### config.mk
export PLATFORM = sky130hd
export DESIGN_NAME = wordMem
export DESIGN_NICKNAME = d
export VERILOG_FILES = /design/src/design/wordMem.sv
export VERILOG_INCLUDE_DIRS = /design/src /design/src/design
export SDC_FILE = /design/constraint.sdc
export NUM_CORES = 2
export LEC_CHECK = 0
export BUFFER_PORTS_ARGS = -buffer_cell sky130_fd_sc_hd__buf_2
export CORE_AREA = 8 8 719 508
export DETAILED_ROUTE_END_ITERATION = 8
export DIE_AREA = 0 0 727 516
export GPL_ROUTABILITY_DRIVEN = 0
export GPL_TIMING_DRIVEN = 0
export HOLD_SLACK_MARGIN = 0.08
export PLACE_DENSITY = 0.64
export REMOVE_ABC_BUFFERS = 1
export SYNTH_ARGS = -nofsm -noshare
export SYNTH_HDL_FRONTEND = slang
export SYNTH_SLANG_ARGS = --single-unit
### constraint.sdc
create_clock -name clk -period 6.84 [get_ports clk]
set_clock_uncertainty 0.15 [all_clocks]
set_input_delay 2.052 -clock clk [delete_from_list [all_inputs] [get_ports clk]]
set_output_delay 2.052 -clock clk [all_outputs]
set_load 0.005 [all_outputs]
### src/design/wisc_defs.svh
// sizing macros for the WISC core, included by the package and every RTL file
// that needs a width
`ifndef WISC_DEFS_SVH
`define WISC_DEFS_SVH

// datapath word
`define WISC_WORD_W 16

// architectural registers, R7 takes the link
`define WISC_NREGS 8

// word-addressed memories
`define WISC_IADDR_W 8
`define WISC_DADDR_W 8

`endif

### src/design/wordMem.sv
// word-addressed memory, synchronous write and asynchronous read
// payloadT picks the stored type, used for both instructions and data
`include "wisc_defs.svh"

module wordMem #(
   parameter type payloadT = logic [`WISC_WORD_W-1:0],
   parameter int  ADDR_W   = 8
) (
   input  logic              clk,
   input  logic              wrEn,
   input  logic [ADDR_W-1:0] wrAddr,
   input  payloadT           wrData,
   input  logic [ADDR_W-1:0] rdAddr,
   output payloadT           rdData
);

   payloadT mem [2**ADDR_W]; // contents undefined until written

   always_ff @(posedge clk) begin
      if (wrEn) begin
         mem[wrAddr] <= wrData;
      end
   end

   assign rdData = mem[rdAddr];

endmodule

# After elaboration in Yosys (flattened, before gate mapping)
# Memories as Yosys holds them, arrays and structs flattened.
# Cells that the tools add are included.
[classes]
muxes = 2
[op_table]
columns = ["op", "n"]
rows = [
  ["$mux 1", 2],
]
[word_totals]
wordCells = 3
input_bits = 34
mem_bits_rw = 4096
output_inout_bits = 16
memories = 1
ff_bits = 0
[memory_table]
columns = ["name", "words", "word_bits", "read_ports", "rd_ports_with_merged_regs", "write_ports", "line_no", "source"]
rows = [
  ["mem", 256, 16, 1, 0, 1, "wordMem.sv:17", "payloadT mem [2**ADDR_W];"],
]

# Logic depth before layout (Yosys ltp)
[logic_depth]
depth_word = 2
depth_mapped = 12
ltp_nobuf = 6

# Worst setup path after synthesis
# Ideal clock, no wire load.
[synth_timing]
kind = "in2out"
startpoint = "input rdAddr[0]"
endpoint = "output rdData[4] in the netlist's numbering"
setup_slack_ns = 0.590
arrival_ns = 4.048
cell_stages = 8
required_time_ns = 4.638
n_path_buf = 3
cell_sequence = "buf_6 buf_6 buf_2 mux4_2 mux4_2 a22o_1 o32ai_2 nor4_2"
[synth_lines]
columns = ["item", "line_no", "source"]
rows = [
  ["start, declared", "wordMem.sv:13", "input logic [ADDR_W-1:0] rdAddr,"],
  ["end, declared", "wordMem.sv:14", "output payloadT rdData"],
]

==> impl_metrics.env <==
export IMPL_yosysTopAreaCell="edfxtp_1"
export IMPL_syn_inst=7344
export IMPL_hold_violations=0
export IMPL_synth_edf_count=4096
export IMPL_core_area_um2=354000
export IMPL_vias=81100
export IMPL_rsz0062_at_grt="yes"
export IMPL_wire_per_inst_um=34.9
export IMPL_die_w_um=727
export IMPL_track_usage_pct=23.2
export IMPL_fillCellCount=26400
export IMPL_yosys_register_bits=4096
export IMPL_drt_initial_drc_count=11500
export IMPL_die_y_um=516
export IMPL_yosysSeqAreaShare_pct=77.7
export IMPL_postSynthAreaPerCell_um2=21.6
export IMPL_fin_crit_sh_pct=113
export IMPL_violations="max-capacitance violations, max-slew violations, negative setup slack"
export IMPL_setup_ws_ps=-894
export IMPL_gr_total_overflow=0
export IMPL_p_leak_nw=58.7
export IMPL_grt_pass1_wl_mm=619
export IMPL_crit_fanout=6
export IMPL_async_flop_share_pct=0
export IMPL_netlist_top_cells_area="edfxtp_1, mux4_2, mux2i_1"
export IMPL_num_rows=183
export IMPL_vdd_ir_drop_max_uv=230
export IMPL_area_growth_pct=18.1
export IMPL_regMostFlops="mem"
export IMPL_first_pass_iters=6
export IMPL_status="finished with violations"
export IMPL_cap_violations=1
export IMPL_slew_headroom_pct=-0.428
export IMPL_cts_htree_levels=5
export IMPL_synth_most_common_cell="edfxtp_1"
export IMPL_synth_cell_type_count=51
export IMPL_critPathKind="in -> out"
export IMPL_design_die_area_um2=375000
export IMPL_post_dp_cell_area_um2=169000
export IMPL_startpoint_type="input pin"
export IMPL_cts_made_buffers=366
export IMPL_drc=0
export IMPL_synthDominantCellAreaShare_pct=77.7
export IMPL_cts_tree="yes"
export IMPL_largest_register_ff_count=4096
export IMPL_tightest_slew_ps=1500
export IMPL_avgViaCountPerCell=6.35
export IMPL_clk_path_buf_depth=4
export IMPL_dp_hpwl_mm=252
export IMPL_finalCoreUtilization_pct=52.9
export IMPL_crit_required_ps=4640
export IMPL_yosys_warnings=0
export IMPL_routed_wl_mm=446
export IMPL_antenna_found_initial=15
export IMPL_end_kind="primary output"
export IMPL_ys_flop_type="edfxtp_1"
export IMPL_grt_pass1_vias=78800
export IMPL_root_buffer="clkbuf_16"
export IMPL_finalCriticalPeriod_ps=7730
export IMPL_cts_hold_buf=0
export IMPL_stdcell_count=12800
export IMPL_finalSetupViolations=16
export IMPL_start_util_pct=44.8
export IMPL_cts_sinks=4096
export IMPL_nNetsFinal=7803
export IMPL_fin_tns_setup_ps=-12150
export IMPL_synth_commonest_cells="edfxtp_1, mux4_2, mux2i_1, nor2_1, o221ai_1"
export IMPL_hp_class="in -> reg"
export IMPL_fin_area_um2=187000
export IMPL_arrival_ps=5530
export IMPL_drv_slew=17
export IMPL_dpl_worst_slack_ps=-4590
export IMPL_port_buffers=49
export IMPL_fmax_ghz=0.129
export IMPL_place_inst=12000
export IMPL_clk_pin_slew_ps=70
export IMPL_reg_largest_list="mem: 4096 flops"
export IMPL_antenna_left=0
export IMPL_grt_max_degree=153
export IMPL_ios=50
export IMPL_powerDensity_nw_per_um2=275
export IMPL_netlist_area_um2=158000
export IMPL_drive_gt1_share_pct=31.4
[what timing repair did]
action	4_1_cts	5_1_grt
endpoints found under the setup margin	16	16
resized for setup	496	68
pin swaps	119	74
buffers inserted	59	7
gates cloned	84	3
[cell families after synthesis]
| family | synth area share [%] |
|---|---|
| AOI/OAI and AO/OA | 3.54 |
| buffers and inverters | 1.70 |
| DFF | 77.7 |
| muxes | 15.5 |
| and+or+nand+nor | 1.58 |
[layout by cell type, fill, tap and decap left out, types with 79 or more instances in the layout]
master and instances:
nor2_2 265, o22ai_1 115, clkinv_1 79, edfxtp_1 4096, buf_8 190, mux2_2 88, mux4_2 797, buf_16 139
clkbuf_16 376, mux2i_1 564, o221ai_1 161, a21oi_1 143
[layer usage]
| metal | GRT usage [%] | vias up | part of all wire (%) | wire (µm) |
|---|---|---|---|---|
| met5 | 0 | - | 0 | 0 |
| met4 | 6.56 | 0 | 3.3 | 14700 |
| met3 | 7.78 | 765 | 13 | 59700 |
| met2 | 33.2 | 4887 | 43 | 191000 |
| met1 | 34.0 | 43200 | 40 | 180000 |
| li1 | - | 32200 | - | - |
[path summary, 6_finish.rpt]
kind / start / to / slack [ps] / cells past startpoint
max: rdAddr[1] / rdData[14] / -890 / 15
min: wrData[13] / mem[68][13] / 1210 / 1
[area by class of cell]
| type | count | area, µm² | share of cell area [%] |
|---|---|---|---|
| Timing Repair Buffer | 504 | 9660 | 5.16 |
| Clock buffer | 442 | 9610 | 5.14 |
| Multi-Input combinational cell | 2796 | 36800 | 19.7 |
| Tap cell | 4717 | 5900 | 3.15 |
| Clock inverter | 201 | 2040 | 1.09 |
| Antenna cell | 9 | 22.5 | 0.0120 |
| Sequential cell | 4096 | 123000 | 65.8 |
| Inverter | 4 | 43.8 | 0.0234 |
| Timing Repair inverter | 1 | 8.76 | 0.00468 |
[power by group]
group	leakage [nW]	switching (mW)	internal, mW
clock network	5.69	9.08	11.5
logic	16.2	2.05	1.20
registers	36.8	0.0118	27.7
[metrics by stage]
stage / hold WS, ps / power [mW]
finish: 1210 / 51.5
global route: 1180 / 52.7
CTS: 1160 / 51.6
detailed placement: 2150 / 30.8
global placement: 2950 / 32.5
floorplan: 2000 / 29.2
[critical path: stages]
cell     delay, ps
buf_16         110
buf_16         130
buf_16         150
buf_16         150
buf_16         140
or2_4          290
buf_12         170
buf_16         170
buf_12         150
o22ai_1        330
mux2i_1        180
a21oi_2        350
nand4_1        400
nor4_4         490
buf_2          190
Power figures use the tool's default switching activity.
