[src/design/wisc_defs.svh]
// sizing macros for the WISC core, included by the package and every RTL file
// that needs a width
`ifndef WISC_DEFS_SVH
`define WISC_DEFS_SVH

// datapath word
`define WISC_WORD_W 16

// architectural registers, R7 takes the link
`define WISC_NREGS 8

// word-addressed memories
`define WISC_IADDR_W 8
`define WISC_DADDR_W 8

`endif

[src/design/wiscPkg.sv]
// shared types of the WISC core: words, instruction layout, opcodes and
// the control bundle passed from the decoder to the datapath
`include "wisc_defs.svh"

package wiscPkg;

   typedef logic [`WISC_WORD_W-1:0] wordT;

   // 11001 (btr) is left unnamed, the decoder treats it as illegal
   typedef enum logic [4:0] {
      opHalt  = 5'b00000, opNop   = 5'b00001, opSiic  = 5'b00010, opRti   = 5'b00011,
      opJ     = 5'b00100, opJr    = 5'b00101, opJal   = 5'b00110, opJalr  = 5'b00111,
      opAddi  = 5'b01000, opSubi  = 5'b01001, opXori  = 5'b01010, opAndni = 5'b01011,
      opBeqz  = 5'b01100, opBnez  = 5'b01101, opBltz  = 5'b01110, opBgez  = 5'b01111,
      opSt    = 5'b10000, opLd    = 5'b10001, opSlbi  = 5'b10010, opStu   = 5'b10011,
      opRoli  = 5'b10100, opSlli  = 5'b10101, opRori  = 5'b10110, opSrli  = 5'b10111,
      opLbi   = 5'b11000, opShift = 5'b11010, opAlu   = 5'b11011,
      opSeq   = 5'b11100, opSlt   = 5'b11101, opSle   = 5'b11110, opSco   = 5'b11111
   } opcodeT;

   typedef struct packed {
      opcodeT     opcode;
      logic [2:0] rs; // bits 10:8
      logic [2:0] rt; // bits 7:5, also dest of i-format
      logic [4:0] low; // imm5, or rd in 4:2 plus funct in 1:0
   } instrT;

   typedef enum logic [2:0] {
      aluAdd, aluXor, aluAnd, aluRol, aluSll, aluRor, aluSrl
   } aluOpT;

   typedef enum logic [2:0] {
      condNever, condZero, condNonZero, condSign,
      condNotSignOrZero, condSignOrZero, condCarry, condAlways
   } condT;

   typedef enum logic [1:0] {wbPcPlus, wbMem, wbAlu, wbImm8} wbSelT;

   typedef enum logic [1:0] {bReg, bImm5, bImm8, bZero} bSrcT;

   typedef enum logic [1:0] {destRs, destRt, destRd, destR7} destSelT;

   typedef struct packed {
      logic   regWrt;
      logic   memWrt;
      wbSelT  wbSel;
      bSrcT   bSrc;
      logic   zeroExt; // zero extend imm5/imm8, slbi path on imm8
      logic   invA;
      logic   invB;
      logic   cin;
      aluOpT  aluOp;
      condT   cond; // branch or set condition
      logic   setOp; // write cond bit instead of branching
      logic   jumpImm; // j, jal
      logic   jumpReg; // jr, jalr
      logic   link; // write pc+1 to r7
      logic   stuSel; // stu base update
      logic   halt;
   } ctrlT;

   typedef struct packed {
      logic zero;
      logic sign; // true sign, overflow corrected
      logic carry;
   } flagsT;

endpackage

[src/design/alu.sv]
// datapath ALU: adder with operand inversion and carry in, xor/and,
// rotates and logical shifts; flags always come from the adder
`include "wisc_defs.svh"

module alu (
   input  wiscPkg::wordT  a,
   input  wiscPkg::wordT  b,
   input  wiscPkg::ctrlT  ctrl,
   output wiscPkg::wordT  result,
   output wiscPkg::flagsT flags
);

   localparam int W = `WISC_WORD_W;

   wiscPkg::wordT aIn;
   wiscPkg::wordT bIn;
   wiscPkg::wordT sum;
   logic          cout;
   logic          ovf;
   logic [3:0]    shamt;
   logic [2*W-1:0] rolWide;
   logic [2*W-1:0] rorWide;

   assign aIn = ctrl.invA ? ~a : a; // sub forms
   assign bIn = ctrl.invB ? ~b : b; // andn, compares
   assign {cout, sum} = {1'b0, aIn} + {1'b0, bIn} + {{W{1'b0}}, ctrl.cin};

   assign ovf = (aIn[W-1] == bIn[W-1]) && (sum[W-1] != aIn[W-1]);

   assign shamt   = b[3:0]; // low four bits only
   assign rolWide = {a, a} << shamt; // upper half is the rotate
   assign rorWide = {a, a} >> shamt; // lower half is the rotate

   always_comb begin
      case (ctrl.aluOp)
         wiscPkg::aluXor: result = aIn ^ bIn;
         wiscPkg::aluAnd: result = aIn & bIn;
         wiscPkg::aluRol: result = rolWide[2*W-1:W];
         wiscPkg::aluSll: result = a << shamt;
         wiscPkg::aluRor: result = rorWide[W-1:0];
         wiscPkg::aluSrl: result = a >> shamt;
         default:         result = sum;
      endcase
   end

   assign flags.zero  = (sum == '0);
   assign flags.sign  = sum[W-1] ^ ovf; // signed less-than on rs - rt
   assign flags.carry = cout;

endmodule

[config.mk]
export PLATFORM = sky130hd
export DESIGN_NAME = alu
export DESIGN_NICKNAME = d
export VERILOG_FILES = /design/src/design/wiscPkg.sv /design/src/design/alu.sv
export VERILOG_INCLUDE_DIRS = /design/src /design/src/design
export SDC_FILE = /design/constraint.sdc
export NUM_CORES = 1
export LEC_CHECK = 0
export BUFFER_PORTS_ARGS = -buffer_cell sky130_fd_sc_hd__buf_2
export CORE_UTILIZATION = 50
export DETAILED_ROUTE_END_ITERATION = 8
export PLACE_DENSITY = 0.74
export SLEW_MARGIN = 20
export SYNTH_ARGS = -nofsm -noshare
export SYNTH_HDL_FRONTEND = slang
export SYNTH_SLANG_ARGS = --single-unit
[constraint.sdc]
create_clock -name vclk -period 7.1
set_input_delay 0.71 -clock vclk [all_inputs]
set_output_delay 0.71 -clock vclk [all_outputs]
set_load 0.01 [all_outputs]
# [Word level (Yosys, flattened, before mapping)]
# Cells that the tools add are included.
[totals] register_bits=0 latchBits=0 mem_bits_rw=0 romBits=0 inputBits=54 out_inout_bits=19 word_cells=24 n_memories=0
[op_classes] addsub=2 mul=0 div=0 magnitude_cmp=0 n_eq_ne=8 shift=4 n_mux=3 bitwise=5 n_reduce_logical=2
[op_table] cell="$pmux 16 s6" n=1
[op_table] cell="$mux 16" n=2
[op_table] cell="$not 16->16" n=2
[op_table] cell="$shl 32x4->32" n=1
[op_table] cell="$shr 32x4->16" n=1
[op_table] cell="$add 16x16->17" n=1
[op_table] cell="$add 17x1->17" n=1
[op_table] cell="$and 16x16->16" n=1
[op_table] cell="$logic_not 16->1" n=1
[op_table] cell="$shl 16x4->16" n=1
[op_table] cell="$shr 16x4->16" n=1
[op_table] cell="$xor 16x16->16" n=1
[op_table] cell="$eq 3x3->1 const B" n=3
[op_table] cell="$eq 3x2->1 const B" n=2
[op_table] cell="$eq 3x1->1 const B" n=1
[op_table] cell="$eq 1x1->1" n=1
[op_table] cell="$logic_and 1x1->1" n=1
[op_table] cell="$ne 1x1->1" n=1
[op_table] cell="$xor 1x1->1" n=1

# [Depth between registers and ports, before layout]
[depth] depth_word=7 ltp_mapped=13 ltp_nobuf=10

# [Worst setup path before layout]
# No wires, ideal clock.
[synth_path] kind="input to output" from="input b[0]" to="output flags[2] (netlist name)" t_arrival_ns=4.045 required_ns=6.390 path_slack_ns=2.345 stages=13 n_path_buf=3 cell_sequence="buf_4 buf_6 buf_2 xor2_1 fa_1 fa_1 a21o_1 a311o_2 a21boi_2 o21ai_0 a211oi_1 nand4_1 nor4bb_1"
[synth_rtl] item="start: declaration" line="alu.sv:7" source="input wiscPkg::wordT b,"
[synth_rtl] item="end: declaration" line="alu.sv:10" source="output wiscPkg::flagsT flags"

==> results.toml <==
[drt]
drt_iter0_markers = 444
drc = 0
totalWireLength_mm = 12.8
drt-pass1-iter-count = 5
wl_per_cell_um = 20.8
ant_nets = 0
routed_via_density = 6.68
vias = 4131

[worst_setup_path]
critPathKind = "in -> out"
critPathBufInv = 2
cp_top_family = "simple AND/OR/NAND/NOR gates"
critPathLaunchType = "primary input"
cp.arrival_ns = 4.30
crit_start = "ctrl[13]"
crit_chain = "buf_2, xor2_1, fa_1, fa_1, a21o_1, a21oi_2, xnor2_1, or4b_1, nor4b_2, nand4_1, nor4bb_1, buf_2"
required_ns = 6.39
cp_max_fo = 16
cp_slowest_cell = "or4b_1"
cp-end-kind = "output port"
cpPeakStageDelay_ns = 0.57

[place]
dpl.hpwl_mm = 9.88
pre_cts_slack_ns = 2.10
portBuffers = 57
place.gp.congestion = 0.989

[sta]
rsz0062_at_grt = "false"
slew_headroom_pct = 29.6
layout_setup_ws_ns = 2.09
period_needed_ns = 5.01
hold_viol_final = 0
slew_viol_final = 0
worst_pin_slew_ns = 1.06
finalSetupTns_ns = 0
holdWs_ns = 1.96
timing.fmax_ghz = 0.199
setup_violations = 0
period_share_pct = 70.6

[finish]
postLayoutCoreUtil_pct = 55.1
seqCellArea_um2 = 0
n_clock_buffer = 0
layout-drive-gt1-share_pct = 19.7
fin_nets = 596
fillers = 688
num_antenna_cells = 0
seq_cell_count = 0
syn2layout_area_growth_pct = 6.22

[logic_synthesis]
seq_area_frac_synth_pct = 0
synthSimpleGateAreaFrac_pct = 19.6
synthTopCellsByArea = "mux4_2, a21oi_1, xor2_1"
synthAdderAreaFrac_pct = 6.82
synth_top_area_share_pct = 9.59
synth_xor_area_share_pct = 11.2
netlist_area_um2 = 3520
synth_top_family_by_area = "compound AO/OA/AOI/OAI gates"
synth_commonest_cells = "a21oi_1, nor2_1, nand2_1, xor2_1, clkbuf_1"
synth_mux_area_share_pct = 20.1
netlist_instances = 508
yosysWarnings = 0
postSynthAreaPerCell_um2 = 6.93
ys_types = 68
yosysMostFrequentCell = "a21oi_1"
yosys.area.top_type = "mux4_2"
synth_compound_area_share_pct = 34.8
synth_nets = 580

[run_status]
status = "completed"

[global_routing]
grt_usage_pct = 33.8
grt_start_max_net_pins = 49
grt_pass1_vias = 3472
antenna_found_initial = 0
grt_pass1_wl_mm = 19.3
overflow = 0

[power_and_ir_drop]
p_total_uw = 459
ir_worst_vdd_v = 0.0000704
p_leak_nw = 1.57
power_density_nw_per_um2 = 123

[cts]
cts_resized = 0
hold_buffers = 0
post-cts-setup-buffers = 0

[min_path]
min_from = "a[15]"
hold_class = "in -> out"

[die]
start_util_pct = 51.8
coreArea_um2 = 6790
fp.dieH_um = 85.9
ios = 73
die-width_um = 85.9
rows = 30
dieArea_um2 = 7380

[job]
drv_cap = 0
## logic make-up (layout without fill, tap and decap cells)
| group | after synthesis | count (layout) |
|---|---|---|
| and+or+nand+nor | 152 | 152 |
| buffers and inverters | 61 | 75 |
| xor gates and xnor gates | 44 | 44 |
| muxes | 50 | 50 |
| AOI/OAI and AO/OA | 183 | 183 |
| adders and majority gates | 18 | 18 |
## per-layer routing
layer / global-route usage, % / routed length (µm)
met1: 48.7 / 5490
met2: 55.1 / 5930
met5: 0 / 0
met4: 6.82 / 329
met3: 2.60 / 1070
## through the flow
stage | instances | area [µm²]
6_report | 618 | 3740
4_1_cts | 618 | 3740
5_1_grt | 618 | 3740
3_5_place_dp | 618 | 3740
3_3_place_gp | 618 | 3740
2_1_floorplan | 508 | 3520
## layout make-up
class / count / area, µm² / area share (%)
Tap cell: 96 / 120 / 3.21
Inverter: 16 / 60.1 / 1.61
Timing Repair Buffer: 59 / 300 / 8.03
Multi-Input combinational cell: 447 / 3260 / 87.2
## path summary, 6_finish.rpt
path | to | slack [ns] | depth (start not counted)
hold / removal | flags[1] | 1.96 | 5
setup / recovery | flags[2] | 2.09 | 12
## power breakdown
| part | total (mW) | internal [mW] | leakage, nW | switching, mW |
|---|---|---|---|---|
| clock network | 0 | 0 | 0 | 0 |
| logic | 0.459 | 0.183 | 1.57 | 0.277 |
| registers | 0 | 0 | 0 | 0 |
## layout by cell type, fill, tap and decap left out, types with 6 or more instances in the layout
cell type / instances
a211oi_1: 16
a21o_1: 9
a21oi_1: 66
a31oi_1: 6
buf_2: 57
ha_1: 16
inv_1: 14
mux2_2: 16
mux2i_1: 19
mux4_2: 15
nand2_1: 40
nand2b_1: 7
nand3_1: 16
nor2_1: 58
nor3_1: 10
o211ai_1: 9
o21ai_0: 18
o221ai_1: 8
xnor2_1: 6
xor2_1: 37
No activity file was read; power rests on OpenSTA's default activity.
