$ cat src/design/wisc_defs.svh
// sizing macros for the WISC core, included by the package and every RTL file
// that needs a width
`ifndef WISC_DEFS_SVH
`define WISC_DEFS_SVH

// datapath word
`define WISC_WORD_W 16

// architectural registers, R7 takes the link
`define WISC_NREGS 8

// word-addressed memories
`define WISC_IADDR_W 8
`define WISC_DADDR_W 8

`endif

$ cat src/design/wiscPkg.sv
// shared types of the WISC core: words, instruction layout, opcodes and
// the control bundle passed from the decoder to the datapath
`include "wisc_defs.svh"

package wiscPkg;

   typedef logic [`WISC_WORD_W-1:0] wordT;

   // 11001 (btr) is left unnamed, the decoder treats it as illegal
   typedef enum logic [4:0] {
      opHalt  = 5'b00000, opNop   = 5'b00001, opSiic  = 5'b00010, opRti   = 5'b00011,
      opJ     = 5'b00100, opJr    = 5'b00101, opJal   = 5'b00110, opJalr  = 5'b00111,
      opAddi  = 5'b01000, opSubi  = 5'b01001, opXori  = 5'b01010, opAndni = 5'b01011,
      opBeqz  = 5'b01100, opBnez  = 5'b01101, opBltz  = 5'b01110, opBgez  = 5'b01111,
      opSt    = 5'b10000, opLd    = 5'b10001, opSlbi  = 5'b10010, opStu   = 5'b10011,
      opRoli  = 5'b10100, opSlli  = 5'b10101, opRori  = 5'b10110, opSrli  = 5'b10111,
      opLbi   = 5'b11000, opShift = 5'b11010, opAlu   = 5'b11011,
      opSeq   = 5'b11100, opSlt   = 5'b11101, opSle   = 5'b11110, opSco   = 5'b11111
   } opcodeT;

   typedef struct packed {
      opcodeT     opcode;
      logic [2:0] rs; // bits 10:8
      logic [2:0] rt; // bits 7:5, also dest of i-format
      logic [4:0] low; // imm5, or rd in 4:2 plus funct in 1:0
   } instrT;

   typedef enum logic [2:0] {
      aluAdd, aluXor, aluAnd, aluRol, aluSll, aluRor, aluSrl
   } aluOpT;

   typedef enum logic [2:0] {
      condNever, condZero, condNonZero, condSign,
      condNotSignOrZero, condSignOrZero, condCarry, condAlways
   } condT;

   typedef enum logic [1:0] {wbPcPlus, wbMem, wbAlu, wbImm8} wbSelT;

   typedef enum logic [1:0] {bReg, bImm5, bImm8, bZero} bSrcT;

   typedef enum logic [1:0] {destRs, destRt, destRd, destR7} destSelT;

   typedef struct packed {
      logic   regWrt;
      logic   memWrt;
      wbSelT  wbSel;
      bSrcT   bSrc;
      logic   zeroExt; // zero extend imm5/imm8, slbi path on imm8
      logic   invA;
      logic   invB;
      logic   cin;
      aluOpT  aluOp;
      condT   cond; // branch or set condition
      logic   setOp; // write cond bit instead of branching
      logic   jumpImm; // j, jal
      logic   jumpReg; // jr, jalr
      logic   link; // write pc+1 to r7
      logic   stuSel; // stu base update
      logic   halt;
   } ctrlT;

   typedef struct packed {
      logic zero;
      logic sign; // true sign, overflow corrected
      logic carry;
   } flagsT;

endpackage

$ cat src/design/regFile.sv
// register file, two async read ports, one write port on the clock edge
// and a debug read port for the testbench
`include "wisc_defs.svh"

module regFile (
   input  logic          clk,
   input  logic          reset,
   input  logic [2:0]    rdAddrA,
   input  logic [2:0]    rdAddrB,
   output wiscPkg::wordT rdDataA,
   output wiscPkg::wordT rdDataB,
   input  logic          wrEn,
   input  logic [2:0]    wrAddr,
   input  wiscPkg::wordT wrData,
   input  logic [2:0]    dbgSel,
   output wiscPkg::wordT dbgData
);

   wiscPkg::wordT regs [`WISC_NREGS];

   always_ff @(posedge clk) begin
      if (reset) begin
         for (int i = 0; i < `WISC_NREGS; i++) begin
            regs[i] <= '0;
         end
      end else if (wrEn) begin
         regs[wrAddr] <= wrData;
      end
   end

   assign rdDataA = regs[rdAddrA];
   assign rdDataB = regs[rdAddrB]; // also store data
   assign dbgData = regs[dbgSel];

endmodule

$ cat config.mk
export PLATFORM = sky130hd
export DESIGN_NAME = regFile
export DESIGN_NICKNAME = d
export VERILOG_FILES = /design/src/design/wiscPkg.sv /design/src/design/regFile.sv
export VERILOG_INCLUDE_DIRS = /design/src /design/src/design
export SDC_FILE = /design/constraint.sdc
export NUM_CORES = 1
export LEC_CHECK = 0
export BUFFER_PORTS_ARGS = -buffer_cell sky130_fd_sc_hd__buf_4
export CAP_MARGIN = 20
export CORE_MARGIN = 8
export CORE_UTILIZATION = 40
export CTS_CLUSTER_SIZE = 30
export DETAILED_ROUTE_END_ITERATION = 8
export GPL_TIMING_DRIVEN = 0
export PLACE_DENSITY_LB_ADDON = 0.25
export SETUP_SLACK_MARGIN = 0.5
export SLEW_MARGIN = 20
export SYNTH_ARGS = -nofsm -noshare
export SYNTH_HDL_FRONTEND = slang
export SYNTH_SLANG_ARGS = --single-unit
$ cat constraint.sdc
create_clock -name clk -period 5.55 [get_ports clk]
set_input_delay 1.3875 -clock clk [delete_from_list [all_inputs] [get_ports clk]]
set_output_delay 1.3875 -clock clk [all_outputs]
set_load 0.03 [all_outputs]
* After elaboration in Yosys (flattened, before gate mapping)
Memories as Yosys holds them, arrays and structs flattened.
Index checks and enable logic that the tools add are counted.
** Storage, ports and cells
- Memory bits (writable) :: 128
- Word-level logic and storage cells :: 10
- Output and inout port bits :: 48
- Memories :: 1
- Bits of input ports :: 31
- Register bits :: 0
** Memory list
- regs :: depth 8, bits a word 16, rd ports 3, clocked after memory_dff 0, wr ports 8, RTL line regFile.sv:19 : wiscPkg::wordT regs [`WISC_NREGS];
** Cells by class
- Multiplexer cells :: 8
- Reductions and logical operators :: 1
** Operators with widths (count)
- 16-bit 2-to-1 mux :: 1
- 16-bit OR reduction :: 1
- 1-bit 2-to-1 mux :: 6
- 3-bit 2-to-1 mux :: 1

* Depth between registers and ports, before layout
- Depth after elaboration :: 5
- Depth in mapped cells :: 5
- Mapped depth without buffers :: 2

* Worst setup path before layout
No wires, ideal clock.
- Kind :: input to output
- Start :: input dbgSel[0]
- End :: output dbgData[1]
- Path slack :: 1.646 ns
- Arrival :: 2.517 ns
- Path buffers :: 2
- Stages on the path :: 4
- Data required time :: 4.163 ns
- Cells stage by stage :: buf_6 buf_6 mux4_1 mux2_2
** Between the ends
- Cells in the longest elaborated chain, start to end :: 1
** Ends and longest elaborated chain
- start: declaration :: RTL line regFile.sv:15 : input logic [2:0] dbgSel,
- memory 8 x 16 bit
- end: declaration :: RTL line regFile.sv:16 : output wiscPkg::wordT dbgData
Every way passes these cells.

* Final worst setup path
- Start :: input rdAddrA[2]
- End :: output rdDataA[5]
** Between the ends
- Cells in the longest elaborated chain, start to end :: 1
** Ends and longest elaborated chain
- start: declaration :: RTL line regFile.sv:8 : input logic [2:0] rdAddrA,
- memory 8 x 16 bit
- end: declaration :: RTL line regFile.sv:10 : output wiscPkg::wordT rdDataA,
Every way passes these cells.

==> results by group <==
Setup path
  • Crit-path max FO: 10
  • Crit path launch: rdAddrA[2]
  • Crit Path Class: primary input to primary output
  • Crit path capture type: primary output
  • CP max stage delay: 0.66 ns
  • Startpoint Class: primary input
  • Cell Chain, Critical Path: buf_4 > buf_1 > mux4_1 > mux2_2 > buf_4
  • CP endpoint: rdDataA[5]
  • Most used cell, CP: buf_4
  • Arrival @ worst endpoint: between 3 and 4 ns
  • Worst path required time: about 4.2 ns
  • Worst path slowest cell: buf_1

STA
  • Final setup viols: 0
  • Final hold vios: 0
  • RSZ-0062 raised after global routing: false
  • Tcrit/Tclk final: 0.810
  • Period minus WS final: around 4.5 ns
  • Fmax: around 220 MHz
  • Max Slew Vio Count: 0
  • Setup TNS: 0 ns
  • Max_slew headroom: 0.361
  • Worst Tran Pin Value: between 0.9 and 1 ns

Layout
  • Cell Count, Final, Fillers Out: about 860
  • Layout overhead on the synthesized area: 19.6%
  • # fillers: 1651
  • Layout cells sized above 1: 0.337
  • Largest register FFs: approximately 130
  • Fin nets: approximately 620
  • Most common cell after layout, fill and taps aside: edfxtp_1
  • Most flops, register: regs
  • Biggest regs: regs (128)
  • Final instance area: approximately 0.0096 mm²
  • Ant diodes: 0
  • Util after Layout: 0.490
  • Commonest non-fill, non-tap cells in the layout: edfxtp_1 (128), nor3_1 (122), mux4_1 (84), buf_4 (73), mux2_2 (48)

Clocking
  • CTS resizes: 0
  • Setup Buffers After CTS: 0
  • CTS max path bufs: 2
  • # clock sinks: around 130
  • Root buf cell: clkbuf_16
  • H-tree depth: 4
  • Clock-pin slew on the worst setup and hold paths: roughly 0.06 ns
  • TritonCTS clock tree: yes
  • CTS Buf Count: 17
  • # hold bufs at CTS: 0

Die
  • Die width: 158 µm
  • Row count: 51
  • Core area: 0.0196 mm²
  • Io pins: 79
  • Initial Util: 0.409
  • DIE AREA: 0.0248 mm²
  • Die Ht: between 150 and 200 µm

Routing
  • Wire length per cell: 29.7 µm
  • Vias: about 5600
  • Routed vias/inst: 6.46
  • ANT nets after route: 0
  • Drt pass-1 iters: 7
  • Final WL: between 20 and 30 mm
  • Starting DRC count in detailed routing: about 490
  • DRC violations left: 2

Global route
  • Remaining Overflow, GRT: 0
  • Initial antenna violation count: 0
  • First-pass GRT wire length: ~37 mm
  • Largest net degree at the start of global routing: 17
  • GRT Resource Usage Total: 0.208
  • Vias in the first global route: slightly below 6000

Synth
  • EDFF count, synth: between 100 and 150
  • Largest cells by area after synthesis: edfxtp_1 (48%), mux4_1 (28%), nor3_1 (7.6%), mux2_2 (6.7%), mux4_2 (3.4%)
  • Synth Register Bits: around 130
  • Syn Inst Count: roughly 500
  • Syn nets: ~520
  • Area fraction of the dominant cell type after synthesis: 0.479
  • Async set-reset flop share out of synthesis: 0
  • Largest area contributor in the netlist: edfxtp_1
  • YS warnings: 0
  • Synth cell types: 19
  • Cell area after synthesis: between 0.008 and 0.009 mm²
  • Syn_area_per_cell: ~16 µm²
  • Seq/Total Area, Yosys: 0.479
  • Main flop type after synthesis: edfxtp_1

Power
  • Leak Pwr: ~0.0033 µW
  • Power share of the sequential group: 0.414
  • Internal power: about 2000 µW
  • Net Sw Frac: 0.280
  • Psw: approximately 790 µW
  • Combinational share of power: 0.204
  • Clock group share of total power: 0.382
  • PD cells: roughly 300 mW/mm²
  • VDD IR max: around 0.24 mV

Placement
  • Placed insts: 830
  • PortBufs: a little over 70
  • GPL Wtd Cong: 0.856
  • Area after DPL: between 0.009 and 0.01 mm²
  • Post-DP HPWL: between 15 and 20 mm

Job
  • Maxcap violations: 0

Outcome
  • Failing checks: design-rule violations
  • Status: complete, but fails checks

Hold path
  • Worst Hold Class: primary input to flip-flop
cells in the mapped netlist (3+ instances only):
master,instances
buf_1,13
clkbuf_2,3
clkbuf_1,25
nor3_2,6
clkinv_1,16
buf_6,14
nor3_1,122
edfxtp_1,128
mux2_2,48
o21bai_1,8
mux4_2,12
mux4_1,84
cell families (layout without fill, tap and decap cells):
family	count (synthesis)	count (layout)	share of synthesized area
AOI/OAI and AO/OA	8	8	0.00749
buffers and inverters	73	183	0.0484
DFF	128	128	0.479
muxes	144	144	0.376
and+or+nand+nor	134	134	0.0885
worst max-delay path: cells and delay by family:
kind,cells,cell delay (ns)
buffers and inverters,3,0.96
multiplexers,2,0.75
routing by layer:
metal  GRT usage  up-vias  routed length, µm
met3      0.0395       51               2000
met4      0.0875        0                672
met1       0.246     2891               9590
met5           0        -                  0
met2       0.365      315              13300
li1            -     2311                  -
metrics by stage:
stage               hold slack, ns  setup WS, ns  total power, µW
detailed placement            1.88          1.05             1770
global placement              1.87         0.927             1740
CTS                           1.45          1.06             2830
finish                        1.46          1.06             2830
floorplan                     1.72          1.65             1540
global route                  1.46          1.02             2900
power groups by stage:
stage	Combinational (µW)	Sequential (µW)	Clock [µW]
2_1_floorplan	376	1170	0
3_3_place_gp	558	1190	0
3_5_place_dp	576	1190	0
4_1_cts	578	1170	1080
5_1_grt	600	1180	1120
6_report	577	1170	1080
how the worst min path moves through the flow:
stage / cells past startpoint / slack (ns) / from / to
2_1_floorplan: 2 / 1.72 / wrData[0] / regs[4][0]
3_3_place_gp: 3 / 1.87 / wrData[9] / regs[4][9]
4_1_cts: 3 / 1.45 / wrData[1] / regs[1][1]
5_1_grt: 3 / 1.46 / wrData[9] / regs[4][9]
6_report: 3 / 1.46 / wrData[9] / regs[4][9]
3_5_place_dp: 3 / 1.88 / wrData[15] / regs[1][15]
layout make-up:
class | instances | area, µm² | share of cell area
clock inverters | 15 | 143 | 0.0149
well taps | 265 | 332 | 0.0346
plain buffers | 57 | 328 | 0.0342
repair buffers | 78 | 627 | 0.0654
inverters | 16 | 60.1 | 0.00626
clock buffers | 17 | 425 | 0.0444
flip-flops and latches | 128 | 3840 | 0.401
multi-input cells | 286 | 3830 | 0.400
Power figures use the tool's default switching activity.
