$ cat config.mk
export PLATFORM = sky130hd
export DESIGN_NAME = controlUnit
export DESIGN_NICKNAME = d
export VERILOG_FILES = /design/src/design/wiscPkg.sv /design/src/design/controlUnit.sv
export VERILOG_INCLUDE_DIRS = /design/src /design/src/design
export SDC_FILE = /design/constraint.sdc
export NUM_CORES = 1
export LEC_CHECK = 0
export ABC_AREA = 0
export BUFFER_PORTS_ARGS = -buffer_cell sky130_fd_sc_hd__buf_2
export CAP_MARGIN = 20
export CORE_UTILIZATION = 30
export DETAILED_ROUTE_END_ITERATION = 8
export PLACE_DENSITY_LB_ADDON = 0.12
export SYNTH_ARGS = -nofsm -noshare
export SYNTH_HDL_FRONTEND = slang
export SYNTH_SLANG_ARGS = --single-unit
export TNS_END_PERCENT = 30
$ cat constraint.sdc
create_clock -name vclk -period 2.9
set_input_delay 0 -clock vclk [all_inputs]
set_output_delay 0 -clock vclk [all_outputs]
set_load 0.05 [all_outputs]
$ cat src/design/wisc_defs.svh
// sizing macros for the WISC core, included by the package and every RTL file
// that needs a width
`ifndef WISC_DEFS_SVH
`define WISC_DEFS_SVH

// datapath word
`define WISC_WORD_W 16

// architectural registers, R7 takes the link
`define WISC_NREGS 8

// word-addressed memories
`define WISC_IADDR_W 8
`define WISC_DADDR_W 8

`endif

$ cat src/design/wiscPkg.sv
// shared types of the WISC core: words, instruction layout, opcodes and
// the control bundle passed from the decoder to the datapath
`include "wisc_defs.svh"

package wiscPkg;

   typedef logic [`WISC_WORD_W-1:0] wordT;

   // 11001 (btr) is left unnamed, the decoder treats it as illegal
   typedef enum logic [4:0] {
      opHalt  = 5'b00000, opNop   = 5'b00001, opSiic  = 5'b00010, opRti   = 5'b00011,
      opJ     = 5'b00100, opJr    = 5'b00101, opJal   = 5'b00110, opJalr  = 5'b00111,
      opAddi  = 5'b01000, opSubi  = 5'b01001, opXori  = 5'b01010, opAndni = 5'b01011,
      opBeqz  = 5'b01100, opBnez  = 5'b01101, opBltz  = 5'b01110, opBgez  = 5'b01111,
      opSt    = 5'b10000, opLd    = 5'b10001, opSlbi  = 5'b10010, opStu   = 5'b10011,
      opRoli  = 5'b10100, opSlli  = 5'b10101, opRori  = 5'b10110, opSrli  = 5'b10111,
      opLbi   = 5'b11000, opShift = 5'b11010, opAlu   = 5'b11011,
      opSeq   = 5'b11100, opSlt   = 5'b11101, opSle   = 5'b11110, opSco   = 5'b11111
   } opcodeT;

   typedef struct packed {
      opcodeT     opcode;
      logic [2:0] rs; // bits 10:8
      logic [2:0] rt; // bits 7:5, also dest of i-format
      logic [4:0] low; // imm5, or rd in 4:2 plus funct in 1:0
   } instrT;

   typedef enum logic [2:0] {
      aluAdd, aluXor, aluAnd, aluRol, aluSll, aluRor, aluSrl
   } aluOpT;

   typedef enum logic [2:0] {
      condNever, condZero, condNonZero, condSign,
      condNotSignOrZero, condSignOrZero, condCarry, condAlways
   } condT;

   typedef enum logic [1:0] {wbPcPlus, wbMem, wbAlu, wbImm8} wbSelT;

   typedef enum logic [1:0] {bReg, bImm5, bImm8, bZero} bSrcT;

   typedef enum logic [1:0] {destRs, destRt, destRd, destR7} destSelT;

   typedef struct packed {
      logic   regWrt;
      logic   memWrt;
      wbSelT  wbSel;
      bSrcT   bSrc;
      logic   zeroExt; // zero extend imm5/imm8, slbi path on imm8
      logic   invA;
      logic   invB;
      logic   cin;
      aluOpT  aluOp;
      condT   cond; // branch or set condition
      logic   setOp; // write cond bit instead of branching
      logic   jumpImm; // j, jal
      logic   jumpReg; // jr, jalr
      logic   link; // write pc+1 to r7
      logic   stuSel; // stu base update
      logic   halt;
   } ctrlT;

   typedef struct packed {
      logic zero;
      logic sign; // true sign, overflow corrected
      logic carry;
   } flagsT;

endpackage

$ cat src/design/controlUnit.sv
// opcode decoder of the single-cycle core, purely combinational
// every field starts inactive and each opcode turns on what it needs
module controlUnit (
   input  wiscPkg::instrT instr,
   output wiscPkg::ctrlT  ctrl,
   output logic           illegal
);

   always_comb begin
      ctrl    = '0; // nop bundle, add with no writes
      illegal = 1'b0;
      case (instr.opcode)
         wiscPkg::opHalt: ctrl.halt = 1'b1;
         wiscPkg::opNop, wiscPkg::opSiic, wiscPkg::opRti: begin
            // no exceptions here, all three just fall through
         end
         wiscPkg::opAddi, wiscPkg::opSubi, wiscPkg::opXori, wiscPkg::opAndni: begin
            ctrl.regWrt = 1'b1;
            ctrl.wbSel  = wiscPkg::wbAlu;
            ctrl.bSrc   = wiscPkg::bImm5;
            ctrl.zeroExt = instr.opcode[1]; // xori, andni take zero ext
            case (instr.opcode[1:0])
               2'b01: begin // imm - rs
                  ctrl.invA = 1'b1;
                  ctrl.cin  = 1'b1;
               end
               2'b10: ctrl.aluOp = wiscPkg::aluXor;
               2'b11: begin
                  ctrl.aluOp = wiscPkg::aluAnd;
                  ctrl.invB  = 1'b1; // and with ~imm
               end
               default: ctrl.aluOp = wiscPkg::aluAdd;
            endcase
         end
         wiscPkg::opRoli, wiscPkg::opSlli, wiscPkg::opRori, wiscPkg::opSrli: begin
            ctrl.regWrt  = 1'b1;
            ctrl.wbSel   = wiscPkg::wbAlu;
            ctrl.bSrc    = wiscPkg::bImm5;
            ctrl.zeroExt = 1'b1; // shift amount never negative
            ctrl.aluOp   = wiscPkg::aluOpT'(3'd3 + {1'b0, instr.opcode[1:0]}); // rol..srl
         end
         wiscPkg::opAlu: begin
            ctrl.regWrt = 1'b1;
            ctrl.wbSel  = wiscPkg::wbAlu; // bSrc stays register
            case (instr.low[1:0]) // funct bits
               2'b01: begin // sub, rt - rs
                  ctrl.invA = 1'b1;
                  ctrl.cin  = 1'b1;
               end
               2'b10: ctrl.aluOp = wiscPkg::aluXor;
               2'b11: begin // andn
                  ctrl.aluOp = wiscPkg::aluAnd;
                  ctrl.invB  = 1'b1;
               end
               default: ctrl.aluOp = wiscPkg::aluAdd;
            endcase
         end
         wiscPkg::opShift: begin
            ctrl.regWrt = 1'b1;
            ctrl.wbSel  = wiscPkg::wbAlu;
            ctrl.aluOp  = wiscPkg::aluOpT'(3'd3 + {1'b0, instr.low[1:0]});
         end
         wiscPkg::opSt: begin
            ctrl.memWrt = 1'b1;
            ctrl.bSrc   = wiscPkg::bImm5; // rs + sext imm5
         end
         wiscPkg::opLd: begin
            ctrl.regWrt = 1'b1;
            ctrl.wbSel  = wiscPkg::wbMem;
            ctrl.bSrc   = wiscPkg::bImm5;
         end
         wiscPkg::opStu: begin
            ctrl.memWrt = 1'b1;
            ctrl.regWrt = 1'b1; // address back to rs
            ctrl.wbSel  = wiscPkg::wbAlu;
            ctrl.bSrc   = wiscPkg::bImm5;
            ctrl.stuSel = 1'b1;
         end
         wiscPkg::opSeq, wiscPkg::opSlt, wiscPkg::opSle: begin
            ctrl.regWrt = 1'b1;
            ctrl.wbSel  = wiscPkg::wbAlu;
            ctrl.setOp  = 1'b1;
            ctrl.invB   = 1'b1; // rs - rt
            ctrl.cin    = 1'b1;
            case (instr.opcode[1:0])
               2'b00:   ctrl.cond = wiscPkg::condZero;
               2'b01:   ctrl.cond = wiscPkg::condSign;
               default: ctrl.cond = wiscPkg::condSignOrZero;
            endcase
         end
         wiscPkg::opSco: begin
            ctrl.regWrt = 1'b1;
            ctrl.wbSel  = wiscPkg::wbAlu;
            ctrl.setOp  = 1'b1;
            ctrl.cond   = wiscPkg::condCarry; // carry of rs + rt
         end
         wiscPkg::opBeqz, wiscPkg::opBnez, wiscPkg::opBltz, wiscPkg::opBgez: begin
            ctrl.bSrc = wiscPkg::bZero; // flags of rs + 0
            case (instr.opcode[1:0])
               2'b00:   ctrl.cond = wiscPkg::condZero;
               2'b01:   ctrl.cond = wiscPkg::condNonZero;
               2'b10:   ctrl.cond = wiscPkg::condSign;
               default: ctrl.cond = wiscPkg::condNotSignOrZero;
            endcase
         end
         wiscPkg::opLbi: begin
            ctrl.regWrt = 1'b1;
            ctrl.wbSel  = wiscPkg::wbImm8; // sext imm8
         end
         wiscPkg::opSlbi: begin
            ctrl.regWrt  = 1'b1;
            ctrl.wbSel   = wiscPkg::wbImm8;
            ctrl.zeroExt = 1'b1; // rs << 8 | imm8
         end
         wiscPkg::opJ: ctrl.jumpImm = 1'b1;
         wiscPkg::opJal: begin
            ctrl.jumpImm = 1'b1;
            ctrl.regWrt  = 1'b1;
            ctrl.wbSel   = wiscPkg::wbPcPlus;
            ctrl.link    = 1'b1;
         end
         wiscPkg::opJr, wiscPkg::opJalr: begin
            ctrl.jumpReg = 1'b1; // target rs + sext imm8 from alu
            ctrl.bSrc    = wiscPkg::bImm8;
            ctrl.regWrt  = instr.opcode[1]; // jalr links
            ctrl.link    = instr.opcode[1];
            ctrl.wbSel   = wiscPkg::wbPcPlus;
         end
         default: illegal = 1'b1; // error stop
      endcase
   end

endmodule

Word level (Yosys, flattened, before mapping)
Index checks and enable logic that the tools add are counted.
Cells by class
  $add $sub $neg: 2
  eq/ne operators: 36
  mux-type cells: 24
  reductions and logical operators: 16
Operators with widths (number)
  5-bit equality test (second input constant): 15
  5-bit by 4-bit equality test with 1-bit output (second input constant): 8
  31-bit OR reduction: 1
  5-bit by 3-bit equality test with 1-bit output (second input constant): 4
  19-bit OR reduction: 1
  2-bit one-hot mux with 3 select lines: 3
  3-bit one-hot mux with 3 select lines: 2
  4-bit OR reduction: 4
  15-bit OR reduction: 1
  3-bit one-hot mux with 4 select lines: 1
  1-bit 2-to-1 mux: 11
  11-bit OR reduction: 1
  5-bit by 2-bit equality test with 1-bit output (second input constant): 2
  2-bit equality test (second input constant): 4
  1-bit one-hot mux with 2 select lines: 4
  2-bit one-hot mux with 2 select lines: 2
  2-bit OR reduction: 4
  2-bit by 2-bit adder with 3-bit output (first input constant): 2
  3-bit one-hot mux with 2 select lines: 1
  5-bit by 1-bit equality test with 1-bit output (second input constant): 1
  5-bit logical NOT: 1
  5-bit OR reduction: 1
  2-bit by 1-bit equality test with 1-bit output (second input constant): 2
  3-bit OR reduction: 1
  2-bit logical NOT: 1
Word-level totals
  register bits: 0
  bits of input ports: 16
  output and inout port bits: 23
  logic and storage cells: 78

Depth between registers and ports, before layout
Gate-level depths: netlist of run 1.
  word-level depth: 3
  mapped depth: 8
  mapped depth without buffers: 7

Least setup slack after synthesis of run 1
OpenSTA, ideal clock, no wires.
  path type: input port to output port
  from: in instr[12] in the netlist's numbering
  to: out illegal
  arrival time: 2.084 ns
  data required time: 2.900 ns
  setup slack: 0.816 ns
  stages: 7
  path buffers: 1
  cells stage by stage: inv_1 > ha_1 > buf_2 > nor4_4 > a2111oi_2 > a21oi_1 > o211a_1
On the way
  word-level cells in the longest chain between the ends: 3
  elaborated cells on any way between the ends: 33
  classes of those cells: eq/ne (30); mux (1); reduce/logical (2)
RTL lines
  start: declaration: line controlUnit.sv:4  | input wiscPkg::instrT instr,
  5-bit equality test, or another cell as far along: line controlUnit.sv:12  | case (instr.opcode)
  31-bit OR reduction (no source line) *
  1-bit 2-to-1 mux *: line controlUnit.sv:12
  end: declaration: line controlUnit.sv:6  | output logic illegal
Mark *: on every way between the ends. The rest lies on a longest branch, timed or not.

==> results_dict.tcl, run 1 <==
set metrics [dict create \
    status "finished, final reports clean" \
    diode_count 0 \
    synthCells 107 \
    via_count 857 \
    crit_arrival_ns 1.99 \
    power_switching_mw 0.129 \
    finalHoldViolations 0 \
    detail_route.first_pass.iterations 4 \
    area_growth_syn_to_layout_pct 19.3 \
    sw_frac_of_total_pct 73.1 \
    yosys.area.top_type "sky130_fd_sc_hd__ha_1" \
    globalRouteOverflowTotal 0 \
    port_buffers 30 \
    grt_max_degree 20 \
    vdd_ir_drop_max_uv 104 \
    floorplan.initialDensity_pct 31.7 \
    timing.final.crit_period_ns 1.99 \
    detailedRoute.firstIterationViolations 11 \
    floorplan.core_area_um2 2210 \
    final-instance-count-excl-fill 156 \
    numPlacedInstances 156 \
    globalplace.congestion 0.782 \
    syn_nets 131 \
    worst_pin_slew_ns 0.502 \
    syn_area_um2 701 \
    layout.core_utilization_pct 37.8 \
    cellInternalPower_mw 0.0476 \
    postCtsResizedCells 0 \
    io_pins 39 \
    crit_path_start_kind "primary input" \
    dp_hpwl_um 1570 \
    crit_cells 9 \
    floorplan.die.height_um 50.3 \
    ys_seq_area_share_pct 0 \
    critical_path.top_delay_family "adder cells" \
    wire_length_of_the_first_global_routing_pass_um 3370 \
    placement_rows 17 \
    setup.worst_path.class "primary input to primary output" \
    startpoint "instr[11]" \
    layout_sequential_cell_count 0 \
    avgSynthCellArea_um2 6.55 \
    clkbuf_count 0 \
    synth.top_cells.by_count "sky130_fd_sc_hd__nor2_1, sky130_fd_sc_hd__nand2_1, sky130_fd_sc_hd__nor3_1" \
    worstHoldPathType "primary input to primary output" \
    post-cts-setup-buffers 0 \
    hold_buffers 0 \
    design_power_total_mw 0.177 \
    remaining_drc_errors 0 \
    part_of_the_power_in_the_clock_network_pct 0 \
    maxSlewViolCount 0 \
    finish.net_count 154 \
    design_area_um2 836 \
    max-cap-violations 0 \
    cp_num_buf_inv 4 \
    route.final.wire_length_um 2050 \
    worst_hold_slack_ns 0.385 \
    worstPathCellList "buf_2, inv_1, ha_1, nand3_1, mux2i_1, inv_1, ha_1, o211ai_1, buf_2" \
    die_x_um 50.3 \
    comb_power_share_pct 100.0 \
    end_kind "primary output" \
    grt_setup_unrepaired "false" \
    avgViaCountPerCell 5.49 \
    critical_path.max_stage_delay_ns 0.46 \
    crit_path_max_fanout 11 \
    place_worst_setup_slack_ns 0.927 \
    sequential_fraction_of_design_power_pct 0 \
    min_period_over_period_pct 68.6 \
    leakage_nw 0.420 \
    setup_slack_ns 0.911 \
    req_time_crit_path_ns 2.90 \
    setup.worst_path.end "ctrl[10]" \
    detail_route.wl_per_cell_um 13.1 \
    setup_viol 0 \
    count_of_cell_types_in_the_netlist 42 \
    die_area_um2 2530 \
    ratio_of_cells_with_drive_above_1_in_the_final_layout_pct 32.8 \
    crit_path_slowest_cell "sky130_fd_sc_hd__ha_1" \
    synth-warning-count 0 \
    seqCellArea_um2 0 \
    route.antenna.remaining_nets 0 \
    setup_total_neg_slack_ns 0 \
    ys_top_cells_by_area "sky130_fd_sc_hd__ha_1, sky130_fd_sc_hd__nor3_1, sky130_fd_sc_hd__nor2_1, sky130_fd_sc_hd__nand2_1, sky130_fd_sc_hd__a21oi_1" \
    yosys.cell_count.top_type "sky130_fd_sc_hd__nor2_1" \
    antenna_found_initial 0 \
    maxSlewHeadroom_pct 66.3 \
    grt_pass1_vias 767 \
    fmaxAchievable_mhz 503 \
    dpl-instance-area_um2 836 \
    synth_top_area_share_pct 14.3 \
    power.density_nw_per_um2 212 \
    grt_use_total_pct 16.2 \
]
==> logic make-up (layout without fill, tap and decap cells) <==
| family | count (synthesis) | after routing | synth area share (%) |
|---|---|---|---|
| buffers and inverters | 17 | 38 | 11.8 |
| multiplexers | 2 | 2 | 2.86 |
| adder cells (fa/ha/maj) | 8 | 8 | 14.3 |
| AO/OA/AOI/OAI | 31 | 31 | 33.2 |
| AND/OR/NAND/NOR | 49 | 49 | 37.9 |
==> cells in the final DEF (no fill, tap or decap), types with 2 or more instances in the layout <==
| master | n |
|---|---|
| sky130_fd_sc_hd__mux2i_1 | 2 |
| sky130_fd_sc_hd__o221ai_1 | 3 |
| sky130_fd_sc_hd__nand4_1 | 2 |
| sky130_fd_sc_hd__a21o_2 | 2 |
| sky130_fd_sc_hd__nand2_1 | 11 |
| sky130_fd_sc_hd__nor3_1 | 9 |
| sky130_fd_sc_hd__or2_1 | 3 |
| sky130_fd_sc_hd__nand3_1 | 2 |
| sky130_fd_sc_hd__ha_1 | 8 |
| sky130_fd_sc_hd__o21ai_0 | 5 |
| sky130_fd_sc_hd__a31oi_1 | 3 |
| sky130_fd_sc_hd__a21oi_1 | 6 |
| sky130_fd_sc_hd__nor2_1 | 12 |
| sky130_fd_sc_hd__inv_1 | 6 |
| sky130_fd_sc_hd__buf_2 | 30 |
==> power groups by stage <==
stage | registers [mW] | clock network [mW] | logic [mW]
after floorplan | 0 | 0 | 0.142
after global placement | 0 | 0 | 0.176
after detailed placement | 0 | 0 | 0.176
after CTS | 0 | 0 | 0.177
after global routing | 0 | 0 | 0.190
final | 0 | 0 | 0.177
==> metal layers <==
metal / part of all wire, % / global-route usage [%] / vias up
li1: - / - / 439
met1: 49 / 22.0 / 391
met2: 46 / 28.4 / 25
met3: 4.1 / 1.21 / 2
met4: 0.93 / 1.85 / 0
met5: 0 / 0 / -
==> how the worst min path moves through the flow <==
stage,slack (ns),cells past startpoint,startpoint,endpoint
after floorplan,0.18,1,instr[14],ctrl[17]
after global placement,0.39,3,instr[0],ctrl[9]
after detailed placement,0.39,3,instr[0],ctrl[9]
after CTS,0.39,3,instr[0],ctrl[9]
after global routing,0.42,3,instr[0],ctrl[9]
final,0.38,3,instr[0],ctrl[9]
==> area by class of cell <==
type                            instances  area (um2)
Timing Repair Buffer                   30         150
Tap cell                               28        35.0
Inverter                                8        32.5
Multi-Input combinational cell         90         618
Fill cell                             251        1380
No activity file was read; power rests on OpenSTA's default activity.
==> run 2, diff against run 1 <==
- clock period: 2.9 -> 1.65 ns (I/O delays scaled with it)
==> run 2 against run 1 <==
Hold slack better by 0.0094 ns; setup slack worse by 0.88 ns; clock-buffer cell count stayed put; flip-flop and latch count stayed put; cell area is 29% higher; wire length is 17% higher; non-clock buffer count is 19 higher; combinational power is 120% higher.
==> results_dict.tcl, run 2 (synthesis results as in run 1) <==
set metrics [dict create \
    placement_rows 17 \
    worstPathCellList "buf_2, clkinvlp_4, ha_2, nor4_4, buf_4, buf_4, a21oi_1, a31o_1, buf_2" \
    req_time_crit_path_ns 1.65 \
    critical_path.max_stage_delay_ns 0.34 \
    min_period_over_period_pct 98.1 \
    layout_sequential_cell_count 0 \
    diode_count 0 \
    die_x_um 50.3 \
    most-common-layout-cells "sky130_fd_sc_hd__buf_4, sky130_fd_sc_hd__buf_2, sky130_fd_sc_hd__nand2_1, sky130_fd_sc_hd__nor2_1, sky130_fd_sc_hd__nor3_1" \
    floorplan.core_area_um2 2210 \
    final-instance-count-excl-fill 175 \
    crit_path_start_kind "primary input" \
    route.antenna.remaining_nets 0 \
    vdd_ir_drop_max_uv 157 \
    hold_buffers 0 \
    grt_use_total_pct 19.6 \
    timing.final.crit_period_ns 1.62 \
    seqCellArea_um2 0 \
    crit_path_slowest_cell "sky130_fd_sc_hd__nor4_4" \
    worstHoldPathType "primary input to primary output" \
    end_kind "primary output" \
    globalplace.congestion 0.866 \
    wire_length_of_the_first_global_routing_pass_um 4040 \
    die_area_um2 2530 \
    grt_pass1_vias 912 \
    setup.worst_path.class "primary input to primary output" \
    floorplan.initialDensity_pct 31.7 \
    layout.core_utilization_pct 48.6 \
    crit_cells 9 \
    fmaxAchievable_mhz 618 \
    remaining_drc_errors 0 \
    cp_num_buf_inv 5 \
    worst_pin_slew_ns 0.366 \
    design_power_total_mw 0.382 \
    maxSlewViolCount 0 \
    startpoint "instr[11]" \
    critical_path.top_delay_family "buffers and inverters" \
    globalRouteOverflowTotal 0 \
    setup_viol 0 \
    leakage_nw 0.514 \
    status "finished, final reports clean" \
    crit_path_max_fanout 4 \
    floorplan.die.height_um 50.3 \
    setup.worst_path.end "ctrl[16]" \
    maxSlewHeadroom_pct 75.4 \
    power.density_nw_per_um2 356 \
    max-cap-violations 0 \
    route.final.wire_length_um 2400 \
    crit_arrival_ns 1.62 \
    avgViaCountPerCell 5.64 \
    dp_hpwl_um 1830 \
    clkbuf_count 0 \
    detail_route.wl_per_cell_um 13.7 \
    layout.cells.most_common "sky130_fd_sc_hd__buf_4" \
    detail_route.first_pass.iterations 4 \
    ratio_of_cells_with_drive_above_1_in_the_final_layout_pct 46.9 \
    port_buffers 30 \
    grt_setup_unrepaired "true" \
    finish.net_count 173 \
    detailedRoute.firstIterationViolations 46 \
    area_growth_syn_to_layout_pct 53.4 \
    io_pins 39 \
    numPlacedInstances 173 \
    via_count 987 \
    grt_max_degree 14 \
    finalHoldViolations 0 \
    antenna_found_initial 0 \
]
-- run 2: cell types whose count changed in the layout (fill, tap and decap cells not counted), moves of 2 or more --
cell	change
sky130_fd_sc_hd__ha_1	-3
sky130_fd_sc_hd__ha_2	+2
sky130_fd_sc_hd__clkbuf_4	+3
sky130_fd_sc_hd__buf_4	+25
sky130_fd_sc_hd__buf_2	-9
-- run 2: worst min-delay path by stage --
stage | to | cells past startpoint | from | slack, ns
2_1_floorplan | ctrl[17] | 1 | instr[14] | 0.13
3_3_place_gp | ctrl[9] | 3 | instr[0] | 0.38
3_5_place_dp | ctrl[9] | 3 | instr[0] | 0.39
4_1_cts | ctrl[9] | 3 | instr[0] | 0.39
5_1_grt | ctrl[9] | 3 | instr[0] | 0.41
6_report | ctrl[9] | 3 | instr[0] | 0.39
-- run 2: metal layers --
metal	share of wire (%)	wire length, um	up-vias	track usage [%]
li1	-	-	474	-
met5	0	0	-	0
met2	49	1170	53	35.8
met1	44	1040	460	26.0
met3	7.7	184	0	0.909
met4	0	0	0	1.85
-- run 2: cell type report --
class | count | area (um2)
fillers | 246 | 1140
repair buffers | 49 | 315
inverters | 8 | 36.3
well taps | 28 | 35.0
multi-input cells | 90 | 688
-- run 2: power by group --
group          switching, mW  internal [mW]
registers                  0              0
clock network              0              0
logic                  0.252          0.130
-- run 2: stage by stage --
step | cell area (um2) | hold slack (ns) | setup TNS, ns | setup WS (ns)
2_1_floorplan | 752 | 0.128 | -0.429 | -0.151
3_3_place_gp | 1010 | 0.385 | -0.0346 | -0.0346
3_5_place_dp | 1010 | 0.391 | -0.117 | -0.0503
4_1_cts | 1040 | 0.391 | 0 | 0.0126
5_1_grt | 1070 | 0.414 | -0.122 | -0.0290
6_report | 1070 | 0.394 | 0 | 0.0322
-- run 2: timing repair --
| action | in CTS | in global routing |
|---|---|---|
| pin swaps | 1 | 2 |
| endpoints found under the setup margin | 8 | 10 |
| resized for setup | 5 | 15 |
| setup buffers | 2 | 0 |
